<file path="src/req_fifo.sv">
//~~~~~~~~~~~~~~~~~~~~~~~~~~~~~~~~~~~~~~~~~~~~~~~~~~~~~~~~~~~~~~~~~~~~
// Request FIFO
//~~~~~~~~~~~~~~~~~~~~~~~~~~~~~~~~~~~~~~~~~~~~~~~~~~~~~~~~~~~~~~~~~~~~

`timescale 1ns/1ps

module req_fifo #(
    parameter type T     = logic [7:0],
    parameter int  DEPTH = 2
) (
    input  logic i_clk,
    input  logic i_nrst,
    input  logic i_valid,
    input  T     i_data,
    output logic o_ready,
    output logic o_valid,
    output T     o_data,
    input  logic i_ready
);

    localparam int PTR_W = (DEPTH > 1) ? $clog2(DEPTH) : 1;
    localparam int CNT_W = $clog2(DEPTH + 1);

    T                 mem [DEPTH];
    logic [PTR_W-1:0] rd_ptr;
    logic [PTR_W-1:0] wr_ptr;
    logic [CNT_W-1:0] count;
    logic             push;
    logic             pop;

    function automatic logic [PTR_W-1:0] ptr_inc(input logic [PTR_W-1:0] p);
        return (p == PTR_W'(DEPTH - 1)) ? '0 : p + 1'b1;
    endfunction

    assign o_ready = (count != CNT_W'(DEPTH));     // Full is the only stall
    assign o_valid = (count != '0);
    assign o_data  = mem[rd_ptr];
    assign push    = i_valid && o_ready;
    assign pop     = o_valid && i_ready;

    always_ff @(posedge i_clk or negedge i_nrst) begin
        if (!i_nrst) begin
            rd_ptr <= '0;
            wr_ptr <= '0;
            count  <= '0;
        end else begin
            if (push) begin
                wr_ptr <= ptr_inc(wr_ptr);
            end
            if (pop) begin
                rd_ptr <= ptr_inc(rd_ptr);
            end
            if (push && !pop) begin
                count <= count + 1'b1;
            end else if (pop && !push) begin
                count <= count - 1'b1;
            end
        end
    end

    always_ff @(posedge i_clk) begin
        if (push) begin
            mem[wr_ptr] <= i_data;
        end
    end

endmodule

</file>
<file path="config.mk">
export PLATFORM = sky130hd
export DESIGN_NAME = req_fifo
export DESIGN_NICKNAME = d
export VERILOG_FILES = /design/src/req_fifo.sv
export SDC_FILE = /design/constraint.sdc
export NUM_CORES = 1
export LEC_CHECK = 0
export BUFFER_PORTS_ARGS = -buffer_cell sky130_fd_sc_hd__buf_4
export CAP_MARGIN = 30
export CORE_MARGIN = 2
export CORE_UTILIZATION = 45
export CTS_BUF_LIST = sky130_fd_sc_hd__clkbuf_2
export DETAILED_ROUTE_END_ITERATION = 12
export PLACE_DENSITY = 0.73
export SLEW_MARGIN = 10
export SYNTH_ARGS = -nofsm -noshare
export SYNTH_HDL_FRONTEND = slang
export SYNTH_SLANG_ARGS = --single-unit
</file>
<file path="constraint.sdc">
create_clock -name i_clk -period 3.2 [get_ports i_clk]
set_clock_uncertainty 0.15 [all_clocks]
set_input_delay 0 -clock i_clk [delete_from_list [all_inputs] [get_ports i_clk]]
set_output_delay 0 -clock i_clk [all_outputs]
set_load 0.05 [all_outputs]
</file>
==> impl_metrics.tcl <==
set metrics [dict create \
    status "complete, no violations" \
    power.density_nw_per_um2 998 \
    hold_depth 2 \
    syn_area_per_cell_um2 18.3 \
    drive_gt1_share_pct 45.6 \
    cts.htree.levels 1 \
    vias 474 \
    clk_path_buf_depth 2 \
    wl_met2_um 665 \
    finish.utilization_pct 66.7 \
    clock_latency_ns 0.30 \
    reg2reg_from "count[0]" \
    fin_area_um2 1130 \
    reg2reg_slack_ns 1.48 \
    wire_per_inst_um 12.8 \
    dp_hpwl_um 797 \
    ir_drop_mv 0.589 \
    cp-end-kind "flop" \
    cp_slowest_stage_delay_ns 0.53 \
    viasPerCell 4.94 \
    fmax_ghz 0.581 \
    drv_slew 0 \
    first_pass_iters 3 \
    setup_tns_ns 0 \
    grt_pass1_wl_um 1870 \
    hold_buffers 12 \
    place_congestion 0.670 \
    grt_start_max_net_pins 13 \
    fin_nets 93 \
    max_cap_viol_count 0 \
    initial_core_util_pct 46.6 \
    relSlewSlack_pct 55.0 \
    io_buffers 21 \
    die_area_um2 2100 \
    die_h_um 45.8 \
    holdCritPathClass "input pin to flop" \
    layout_common_cells "buf_4 (21), edfxtp_1 (16), dlygate4sd3_1 (12), mux2_2 (8), dfrtp_1 (4)" \
    wl_met1_um 485 \
    ys_top_cells_by_area "edfxtp_1 (61%), dfrtp_1 (13%), mux2_2 (11%)" \
    first_global_vias 449 \
    grt-ovfl-total 0 \
    clkTransAtPathRegs_ns 0.20 \
    arrival_ns 1.54 \
    highest_layer "met4" \
    synth_top_area_cell "edfxtp_1" \
    setup_viol 0 \
    ant_nets 0 \
    crit_fanout 8 \
    power_w 0.00112 \
    rsz0062_at_grt "no" \
    crit_chain "nand2b_4 > nand2_1 > nor2_1" \
    hold_end "mem[1][3]" \
    hold_violations 0 \
    wl_met3_um 50 \
    critPathKind "flop to flop" \
    routed_wl_um 1230 \
    diodes 0 \
    syn2layout_area_growth_pct 43.1 \
    cpMaxStageDelayCell "nor2_1" \
    rr_worst_depth 3 \
    post_cts_buffers 0 \
    cts.sinks 20 \
    drt-initial-drc-count 2 \
    synth_seq_cells 20 \
    num_rows 15 \
    route.detailed.drc 0 \
    synth_cells 43 \
    cp-start-kind "flop" \
    coreArea_um2 1690 \
    synth_nets 56 \
    fin_hold_ws_ns 0.233 \
    worst_pin_slew_ns 0.673 \
    die_x_um 45.8 \
    synth_cell_types 14 \
    tritoncts "done" \
    worstHoldStart "i_data[3]" \
    cts_resized 0 \
    required_ns 3.02 \
    antenna_found_initial 0 \
    dpl_cell_area_um2 961 \
    leakage_nw 0.464 \
    yosysSeqAreaShare_pct 73.8 \
    timing.final.crit_share_pct 53.8 \
    synth_warnings 0 \
    reg2reg_to "mem[0][7]" \
    cts_made_buffers 3 \
    synth_top_area_share_pct 61.0 \
    pin_count 22 \
    finalCriticalPeriod_ns 1.72 \
    mostFrequentLayoutCell "buf_4" \
    cts_root_buf "clkbuf_2" \
    track_usage_pct 13.3 \
    netlist_area_um2 787 \
]
-- cell type report --
cell class	count	area [um2]
flip-flops and latches	20	581
fillers	136	563
repair buffers	33	278
multi-input cells	21	198
clock inverters	1	30.0
well taps	17	21.3
clock buffers	3	15.0
inverters	1	3.75
-- synth_stat cells --
master / count
and3_1: 1
buf_2: 1
dfrtp_1: 4
edfxtp_1: 16
ha_1: 1
inv_1: 1
mux2_2: 8
nand2_1: 1
nand2_4: 1
nand2b_4: 1
nor2_1: 2
or2_4: 1
xnor2_1: 3
xor2_1: 2
-- how the worst max path moves through the flow --
| stage | startpoint | to | slack, ns | cells after the start |
|---|---|---|---|---|
| 6_report | count[0] | mem[0][7] | 1.48 | 3 |
| 4_1_cts | count[0] | mem[0][6] | 1.45 | 3 |
| 5_1_grt | count[0] | mem[0][6] | 1.32 | 3 |
| 3_5_place_dp | count[0] | mem[0][6] | 1.45 | 3 |
| 3_3_place_gp | count[0] | mem[0][3] | 1.56 | 3 |
| 2_1_floorplan | count[0] | mem[0][0] | 1.55 | 3 |
-- power breakdown --
group / leakage [nW] / total, W / internal (W) / switching [W]
Sequential: 0.195 / 0.000417 / 0.000363 / 0.0000539
Combinational: 0.243 / 0.000520 / 0.000201 / 0.000319
Clock: 0.0266 / 0.000186 / 0.000108 / 0.0000778
-- routing by layer --
layer,vias up,global-route usage [%]
met5,-,0
met4,0,6.86
met3,2,2.38
met2,15,23.7
met1,230,15.0
li1,227,-
-- sequential cells by signal, indices dropped and copies added (netlist names) --
| name | count |
|---|---|
| mem | 16 |
| count | 2 |
| rd_ptr | 1 |
| wr_ptr | 1 |
-- critical path: cells and delay by family (launching register included) --
| family | cells | cell delay (ns) |
|---|---|---|
| DFF | 1 | 0.45 |
| and+or+nand+nor | 3 | 0.79 |
-- logic make-up (layout without fill, tap and decap cells) --
logic type / after synthesis / count (layout) / share of synthesized area [%]
simple gates: 7 / 7 / 6.52
flops: 20 / 20 / 73.8
buf+inv: 2 / 38 / 1.11
fa+ha+maj: 1 / 1 / 1.59
xor+xnor: 5 / 5 / 5.57
mux: 8 / 8 / 11.4
-- stage by stage --
stage	setup WS (ns)	std cells
global placement	1.56	80
global route	1.32	96
finish	1.48	96
floorplan	1.55	43
CTS	1.45	96
detailed placement	1.45	80
No activity file was read; power rests on OpenSTA's default activity.
