$ cat src/line_bus_pkg.sv
//~~~~~~~~~~~~~~~~~~~~~~~~~~~~~~~~~~~~~~~~~~~~~~~~~~~~~~~~~~~~~~~~~~~~
// Line and memory bus types
//~~~~~~~~~~~~~~~~~~~~~~~~~~~~~~~~~~~~~~~~~~~~~~~~~~~~~~~~~~~~~~~~~~~~

package line_bus_pkg;

    localparam int ADDR_W = 32;
    localparam int BUS_W  = 64;
    localparam int LINE_W = 256;
    localparam int BEATS  = LINE_W / BUS_W;
    localparam int ID_W   = 4;

    localparam logic [1:0] RESP_OKAY   = 2'd0;
    localparam logic [1:0] RESP_SLVERR = 2'd2;
    localparam logic [1:0] BURST_INCR  = 2'd1;

    typedef struct packed {
        logic [ADDR_W-1:0] addr;
        logic [2:0]        size;            // log2 of request bytes
        logic [ID_W-1:0]   id;
    } line_req_t;

    typedef struct packed {
        line_req_t           req;
        logic [LINE_W-1:0]   data;
        logic [LINE_W/8-1:0] strb;
    } line_wreq_t;

    typedef struct packed {
        logic [LINE_W-1:0] data;
        logic [1:0]        resp;
        logic [ID_W-1:0]   id;
    } line_rsp_t;

    typedef struct packed {
        logic [1:0]      resp;
        logic [ID_W-1:0] id;
    } line_bresp_t;

    typedef struct packed {
        logic [ADDR_W-1:0] addr;
        logic [7:0]        len;             // Beats minus one
        logic [2:0]        size;
        logic [1:0]        burst;
        logic [ID_W-1:0]   id;
    } mem_addr_t;

    typedef struct packed {
        logic [BUS_W-1:0]   data;
        logic [BUS_W/8-1:0] strb;
        logic               last;
    } mem_w_t;

    typedef struct packed {
        logic [BUS_W-1:0] data;
        logic [1:0]       resp;
        logic             last;
        logic [ID_W-1:0]  id;
    } mem_r_t;

    typedef struct packed {
        logic [1:0]      resp;
        logic [ID_W-1:0] id;
    } mem_b_t;

    // Burst length for a line size code
    function automatic logic [7:0] size_to_len(input logic [2:0] size);
        case (size)
            3'd4:    return 8'd1;           // 16 bytes
            3'd5:    return 8'd3;           // 32 bytes
            default: return 8'd0;
        endcase
    endfunction

    // Beat size never wider than the 8-byte bus
    function automatic logic [2:0] size_to_beat(input logic [2:0] size);
        return (size >= 3'd3) ? 3'd3 : size;
    endfunction

endpackage
$ cat src/line_serdes.sv
//~~~~~~~~~~~~~~~~~~~~~~~~~~~~~~~~~~~~~~~~~~~~~~~~~~~~~~~~~~~~~~~~~~~~
// Line to burst serializer
//~~~~~~~~~~~~~~~~~~~~~~~~~~~~~~~~~~~~~~~~~~~~~~~~~~~~~~~~~~~~~~~~~~~~

`timescale 1ns/1ps

module line_serdes #(
    parameter int LINE_W = line_bus_pkg::LINE_W,
    parameter int BUS_W  = line_bus_pkg::BUS_W
) (
    input  logic                      i_clk,
    input  logic                      i_nrst,
    input  logic                      i_ar_valid,
    input  line_bus_pkg::line_req_t   i_ar,
    output logic                      o_ar_ready,
    input  logic                      i_aw_valid,
    input  line_bus_pkg::line_wreq_t  i_aw,
    output logic                      o_aw_ready,
    output logic                      o_r_valid,
    output line_bus_pkg::line_rsp_t   o_r,
    input  logic                      i_r_ready,
    output logic                      o_b_valid,
    output line_bus_pkg::line_bresp_t o_b,
    input  logic                      i_b_ready,
    output logic                      o_mem_ar_valid,
    output line_bus_pkg::mem_addr_t   o_mem_ar,
    input  logic                      i_mem_ar_ready,
    output logic                      o_mem_aw_valid,
    output line_bus_pkg::mem_addr_t   o_mem_aw,
    input  logic                      i_mem_aw_ready,
    output logic                      o_mem_w_valid,
    output line_bus_pkg::mem_w_t      o_mem_w,
    input  logic                      i_mem_w_ready,
    input  logic                      i_mem_r_valid,
    input  line_bus_pkg::mem_r_t      i_mem_r,
    output logic                      o_mem_r_ready,
    input  logic                      i_mem_b_valid,
    input  line_bus_pkg::mem_b_t      i_mem_b,
    output logic                      o_mem_b_ready
);

    localparam int BEATS   = LINE_W / BUS_W;
    localparam int CNT_W   = $clog2(BEATS);
    localparam int LSTRB_W = LINE_W / 8;
    localparam int BSTRB_W = BUS_W / 8;

    typedef enum logic [1:0] {ST_IDLE, ST_READ, ST_WRITE} state_t;

    state_t                  state;
    logic [BEATS-1:0]        rmux;          // One-hot slice for the next read beat
    logic [CNT_W-1:0]        req_len;       // Beats left after the current one
    logic                    b_wait;
    logic [LINE_W-1:0]       line_q;
    logic [LSTRB_W-1:0]      strb_q;
    logic [LINE_W-1:0]       line_gather;
    line_bus_pkg::line_req_t req_sel;
    line_bus_pkg::mem_addr_t mem_req;
    logic                    accept;
    logic                    ar_go;
    logic                    aw_go;
    logic                    r_beat;
    logic                    w_beat;
    logic                    last_beat;

    // Read has priority, and nothing new starts while a write response is owed
    assign accept  = (state == ST_IDLE) && !b_wait;
    assign req_sel = i_ar_valid ? i_ar : i_aw.req;

    assign mem_req = '{addr:  req_sel.addr,
                       len:   line_bus_pkg::size_to_len(req_sel.size),
                       size:  line_bus_pkg::size_to_beat(req_sel.size),
                       burst: line_bus_pkg::BURST_INCR,
                       id:    req_sel.id};

    assign o_mem_ar_valid = accept && i_ar_valid;
    assign o_mem_aw_valid = accept && !i_ar_valid && i_aw_valid;
    assign o_mem_ar       = mem_req;
    assign o_mem_aw       = mem_req;
    assign o_ar_ready     = accept && i_mem_ar_ready;            // Pop with the address
    assign o_aw_ready     = accept && !i_ar_valid && i_mem_aw_ready;
    assign ar_go          = o_mem_ar_valid && i_mem_ar_ready;
    assign aw_go          = o_mem_aw_valid && i_mem_aw_ready;
    assign last_beat      = (req_len == '0);

    // Current read beat merged into its slice
    always_comb begin
        line_gather = line_q;
        for (int k = 0; k < BEATS; k++) begin
            if (rmux[k]) begin
                line_gather[k*BUS_W +: BUS_W] = i_mem_r.data;
            end
        end
    end

    assign o_mem_r_ready = i_r_ready;
    assign r_beat        = (state == ST_READ) && i_mem_r_valid && i_r_ready;
    assign o_r_valid     = (state == ST_READ) && i_mem_r_valid && last_beat;
    assign o_r           = '{data: line_gather, resp: i_mem_r.resp, id: i_mem_r.id};

    assign o_mem_w_valid = (state == ST_WRITE);
    assign o_mem_w       = '{data: line_q[BUS_W-1:0], strb: strb_q[BSTRB_W-1:0], last: last_beat};
    assign w_beat        = o_mem_w_valid && i_mem_w_ready;

    assign o_mem_b_ready = i_b_ready;
    assign o_b_valid     = b_wait && i_mem_b_valid;
    assign o_b           = '{resp: i_mem_b.resp, id: i_mem_b.id};

    always_ff @(posedge i_clk or negedge i_nrst) begin
        if (!i_nrst) begin
            state   <= ST_IDLE;
            rmux    <= '0;
            req_len <= '0;
            b_wait  <= 1'b0;
        end else begin
            if (o_b_valid && i_b_ready) begin
                b_wait <= 1'b0;
            end
            case (state)
                ST_IDLE: begin
                    if (ar_go) begin
                        state   <= ST_READ;
                        rmux    <= BEATS'(1);
                        req_len <= mem_req.len[CNT_W-1:0];
                    end else if (aw_go) begin
                        state   <= ST_WRITE;
                        req_len <= mem_req.len[CNT_W-1:0];
                    end
                end
                ST_READ: begin
                    if (r_beat) begin
                        rmux <= {rmux[BEATS-2:0], 1'b0};
                        if (last_beat) begin
                            state <= ST_IDLE;
                        end else begin
                            req_len <= req_len - 1'b1;
                        end
                    end
                end
                ST_WRITE: begin
                    if (w_beat) begin
                        if (last_beat) begin
                            state  <= ST_IDLE;
                            b_wait <= 1'b1;        // Hold off until the B beat
                        end else begin
                            req_len <= req_len - 1'b1;
                        end
                    end
                end
                default: state <= ST_IDLE;
            endcase
        end
    end

    always_ff @(posedge i_clk) begin
        if (ar_go) begin
            line_q <= '0;
        end else if (aw_go) begin
            line_q <= i_aw.data;
            strb_q <= i_aw.strb;
        end else if (r_beat) begin
            line_q <= line_gather;
        end else if (w_beat) begin
            line_q <= line_q >> BUS_W;     // Next beat into the low slice
            strb_q <= strb_q >> BSTRB_W;
        end
    end

endmodule

$ cat config.mk
export PLATFORM = sky130hd
export DESIGN_NAME = line_serdes
export DESIGN_NICKNAME = d
export VERILOG_FILES = /design/src/line_bus_pkg.sv /design/src/line_serdes.sv
export SDC_FILE = /design/constraint.sdc
export NUM_CORES = 1
export LEC_CHECK = 0
export BUFFER_PORTS_ARGS = -buffer_cell sky130_fd_sc_hd__buf_2
export CELL_PAD_IN_SITES_DETAIL_PLACEMENT = 0
export CELL_PAD_IN_SITES_GLOBAL_PLACEMENT = 1
export CORE_AREA = 3 3 350 352
export CTS_BUF_LIST = sky130_fd_sc_hd__clkbuf_2
export CTS_CLUSTER_DIAMETER = 40
export DETAILED_ROUTE_END_ITERATION = 10
export DIE_AREA = 0 0 353 355
export PLACE_DENSITY_LB_ADDON = 0.1
export SLEW_MARGIN = 25
export SYNTH_ARGS = -nofsm -noshare
export SYNTH_HDL_FRONTEND = slang
export SYNTH_SLANG_ARGS = --single-unit
$ cat constraint.sdc
create_clock -name i_clk -period 3.2 [get_ports i_clk]
set_input_delay 0 -clock i_clk [delete_from_list [all_inputs] [get_ports i_clk]]
set_output_delay 0 -clock i_clk [all_outputs]
set_load 0.005 [all_outputs]
==> flow_metrics.tcl, run 1 <==
set metrics [dict create \
    cts_max_level 3 \
    ys_types 40 \
    yosysMostFrequentCell "nor2_1" \
    syn-cell-area_sq_um 19300 \
    synthCells 2465 \
    synth-seq-cells 297 \
    cts_sinks 297 \
    ys_warn_count 0 \
    preCtsSetupSlack_ns 0.632 \
    syn_avg_cell_area_sq_um 7.82 \
    cts_buffers 113 \
    die_h_um 355 \
    synth-async-reset-ratio_pct 3.03 \
    synth_area_leaders "dfxtp_1 27%, mux2_2 19%, nor2_1 7.6%" \
    clockBufferDepth 3 \
    die_x_um 353 \
    start_util_pct 16.1 \
    stop_stage "clock tree synthesis" \
    port_buffers 858 \
    status "stopped before the end" \
    synth_top_cell_by_area "dfxtp_1" \
    ctsResizeCount 1 \
    synth_commonest_cells "389 x nor2_1, 317 x mux2_2, 273 x o21ai_0, 260 x nand2_1, 256 x dfxtp_1" \
    globalplace.congestion 0.798 \
    tool.error "[ERROR RSZ-0060] Max buffer count reached." \
    yosysTopAreaCellShare_pct 26.6 \
    cts_setup_buffers 2 \
    dp_hpwl_mm 78.0 \
    place_inst 4640 \
    ys_seq_area_share_pct 32.7 \
    std_cell_rows 127 \
    num_io_pins 902 \
    ctsRootBufferMaster "clkbuf_2" \
    postCtsHoldBufs 971 \
    synth_ff_type "dfxtp_1" \
    synth_edf_count 32 \
]
[logic make-up after synthesis]
| kind of cell | share of synthesized area [%] |
|---|---|
| AOI/OAI and AO/OA | 16.9 |
| adders and majority gates | 0.324 |
| buffers and inverters | 11.4 |
| DFF | 32.7 |
| muxes | 18.7 |
| other | 0.0389 |
| and+or+nand+nor | 20.0 |
[metrics by stage]
stage	instance area (sq um)	util, %
floorplan	19300	-
global placement	24400	20.4
detailed placement	24400	20.4
==> run 2, diff against run 1 <==
- CELL_PAD_IN_SITES_DETAIL_PLACEMENT: 0 -> default
- CELL_PAD_IN_SITES_GLOBAL_PLACEMENT: 1 -> default
- CORE_AREA: 3 3 350 352 -> 3 3 353 355
- CTS_BUF_LIST: sky130_fd_sc_hd__clkbuf_2 -> default
- CTS_CLUSTER_DIAMETER: 40 -> default
- DIE_AREA: 0 0 353 355 -> 0 0 356 358
- PLACE_DENSITY_LB_ADDON: 0.1 -> 0.15
- clock period: 3.2 -> 4.2 ns (I/O delays scaled with it)
==> flow_metrics.tcl, run 2 <==
set metrics [dict create \
    ys_seq_area_share_pct 32.7 \
    hp-class "input pin to output port" \
    startpoint_type "flop" \
    std_cell_rows 128 \
    globalplace.congestion 0.820 \
    critPathCaptureType "flop" \
    ctsRootBufferMaster "clkbuf_16" \
    crit_start "state[1]" \
    ir_drop_mv 0.255 \
    synth-async-reset-ratio_pct 3.03 \
    viasPerCell 4.25 \
    vias 21720 \
    setup_tns_ns 0 \
    post-route-period-util_pct 79.6 \
    critical_path_class "flop to flop" \
    clockBufferDepth 3 \
    synth_commonest_cells "389 x nor2_1, 317 x mux2_2, 273 x o21ai_0, 260 x nand2_1, 256 x dfxtp_1" \
    largest-register "line_q" \
    relSlewSlack_pct 21.2 \
    syn_to_final_growth_pct 52.6 \
    fillerInstances 13776 \
    die_area_sq_um 127000 \
    wire_per_inst_um 21.0 \
    port_buffers 858 \
    hold_path_startpoint "i_mem_b[5]" \
    cp.arrival_ns 3.89 \
    drive_gt1_share_pct 37.7 \
    start_util_pct 15.8 \
    cpLargestDelayFamily "buffers and inverters" \
    min_path_cells 0 \
    swShare_pct 40.0 \
    grt_pass1_vias 22389 \
    dp_hpwl_mm 77.8 \
    finalNetCount 3903 \
    syn-cell-area_sq_um 19300 \
    ys_types 40 \
    path_buf_inv 4 \
    post_dp_cell_area_sq_um 24300 \
    max_freq_ghz 0.299 \
    grt_usage_pct 16.0 \
    synth-seq-cells 297 \
    rr_endpoint "line_q[211]" \
    die_h_um 358 \
    rsz0062_at_grt "false" \
    pwr-share-clk_pct 20.1 \
    combPwrFrac_pct 50.9 \
    slowest_delay_ns 0.58 \
    top_regs "line_q: 256 flops, strb_q: 32 flops, rmux: 4 flops" \
    clk_pin_slew_ns 0.06 \
    ys_warn_count 0 \
    core-area_sq_um 122000 \
    synth_edf_count 32 \
    first_pass_iters 5 \
    crit_slowest_cell "dlygate4sd3_1" \
    num_io_pins 902 \
    timing.rr.start "state[1]" \
    fin_skew_ns 0.0241 \
    crit_required_ns 4.74 \
    die_x_um 356 \
    power_density_nw_per_um2 652 \
    switching_power_uw 7680 \
    fin_area_sq_um 29400 \
    p_int_uw 11500 \
    largest_reg_flops 256 \
    synth_area_leaders "dfxtp_1 27%, mux2_2 19%, nor2_1 7.6%" \
    drc 0 \
    antenna_left 0 \
    final_common_cell "buf_2" \
    overflow 0 \
    syn_avg_cell_area_sq_um 7.82 \
    synth_top_cell_by_area "dfxtp_1" \
    layout_common_cells "858 x buf_2, 388 x nor2_1, 368 x dlygate4sd3_1" \
    path_cells "inv_1 -> ha_1 -> nor4bb_4 -> buf_4 -> a211o_4 -> buf_12 -> o21ai_0 -> a21oi_1 -> dlygate4sd3_1" \
    clk-insertion-delay-late_ns 0.60 \
    min_to "o_b[5]" \
    synthCells 2465 \
    power_frac_seq_pct 29.0 \
    status "complete, no violations" \
    yosysTopAreaCellShare_pct 26.6 \
    p_leak_uw 0.0126 \
    cts_sinks 297 \
    synth_ff_type "dfxtp_1" \
    cts_buffers 44 \
    worstRegToRegCells 9 \
    ff2ff_setup_slack_ns 0.86 \
    drt_iter0_markers 1348 \
    finalHoldViolations 0 \
    worst-path-max-fanout 125 \
    power_uw 19200 \
    min_period_ns 3.34 \
    cts_tree "yes" \
    antenna_found_initial 20 \
    wirelength_mm 108 \
    setup_viol 0 \
    drv_slew 0 \
    cts_max_level 2 \
    worstMarginPinSlew_ns 1.18 \
    grt_pass1_wl_mm 154 \
    grt_max_degree 141 \
    holdWs_ns 0.00000200 \
    max_cap_viol_count 0 \
    yosysMostFrequentCell "nor2_1" \
]
run 2: worst max path at each step:
| stage | depth (start not counted) | slack [ns] | to |
|---|---|---|---|
| finish | 9 | 0.86 | line_q[211] |
| global route | 9 | 0.64 | line_q[211] |
| CTS | 9 | 0.83 | line_q[200] |
| detailed placement | 7 | 1.39 | rmux[0] |
| global placement | 7 | 1.36 | rmux[0] |
| floorplan | 8 | 0.78 | strb_q[0] |
run 2: metal layers:
layer,wire length (um),vias to the layer above,global-route usage (%)
li1,-,10473,-
met3,6320,185,3.42
met1,46000,10350,20.0
met5,11,-,0
met2,51100,710,26.7
met4,4180,2,6.55
run 2: power groups by stage:
stage	registers, uW	logic (uW)	clock network (uW)
detailed placement	5600	9000	0
global route	5770	10900	4120
floorplan	5090	5880	0
finish	5560	9770	3860
global placement	5630	9020	0
CTS	5570	9860	4030
run 2: logic make-up after synthesis:
logic type               after synthesis  synth area share (%)
multiplexers                         320                  18.7
other                                  2                0.0389
flip-flops                           297                  32.7
buffers and inverters                374                  11.4
adder cells (fa/ha/maj)                5                 0.324
AND/OR/NAND/NOR                      872                  20.0
AO/OA/AOI/OAI                        595                  16.9
run 2: area by class of cell:
class,count,area [sq um],area share (%)
antenna,11,27.5,0.0935
clock inverter,12,146,0.497
timing repair buffer,1284,8700,29.6
sequential,297,6330,21.5
inverter,7,26.3,0.0893
tap,1625,2030,6.91
clock buffer,65,1290,4.39
multi-input combinational,1810,10900,37.0
run 2: timing repair:
item,4_1_cts,5_1_grt
hold endpoints to repair,303,0
setup endpoints to repair,0,0
setup buffers,0,0
hold buffers,368,0
resized for setup,0,0
run 2: through the flow:
step | util, % | cells | setup slack, ns
finish | 24.2 | 5111 | 0.856
global route | 24.2 | 5108 | 0.640
CTS | 24.1 | 5099 | 0.833
detailed placement | 19.9 | 4654 | 1.39
global placement | 19.9 | 4654 | 1.36
floorplan | - | 2481 | 0.782
(Power assumes the default switching activity.)
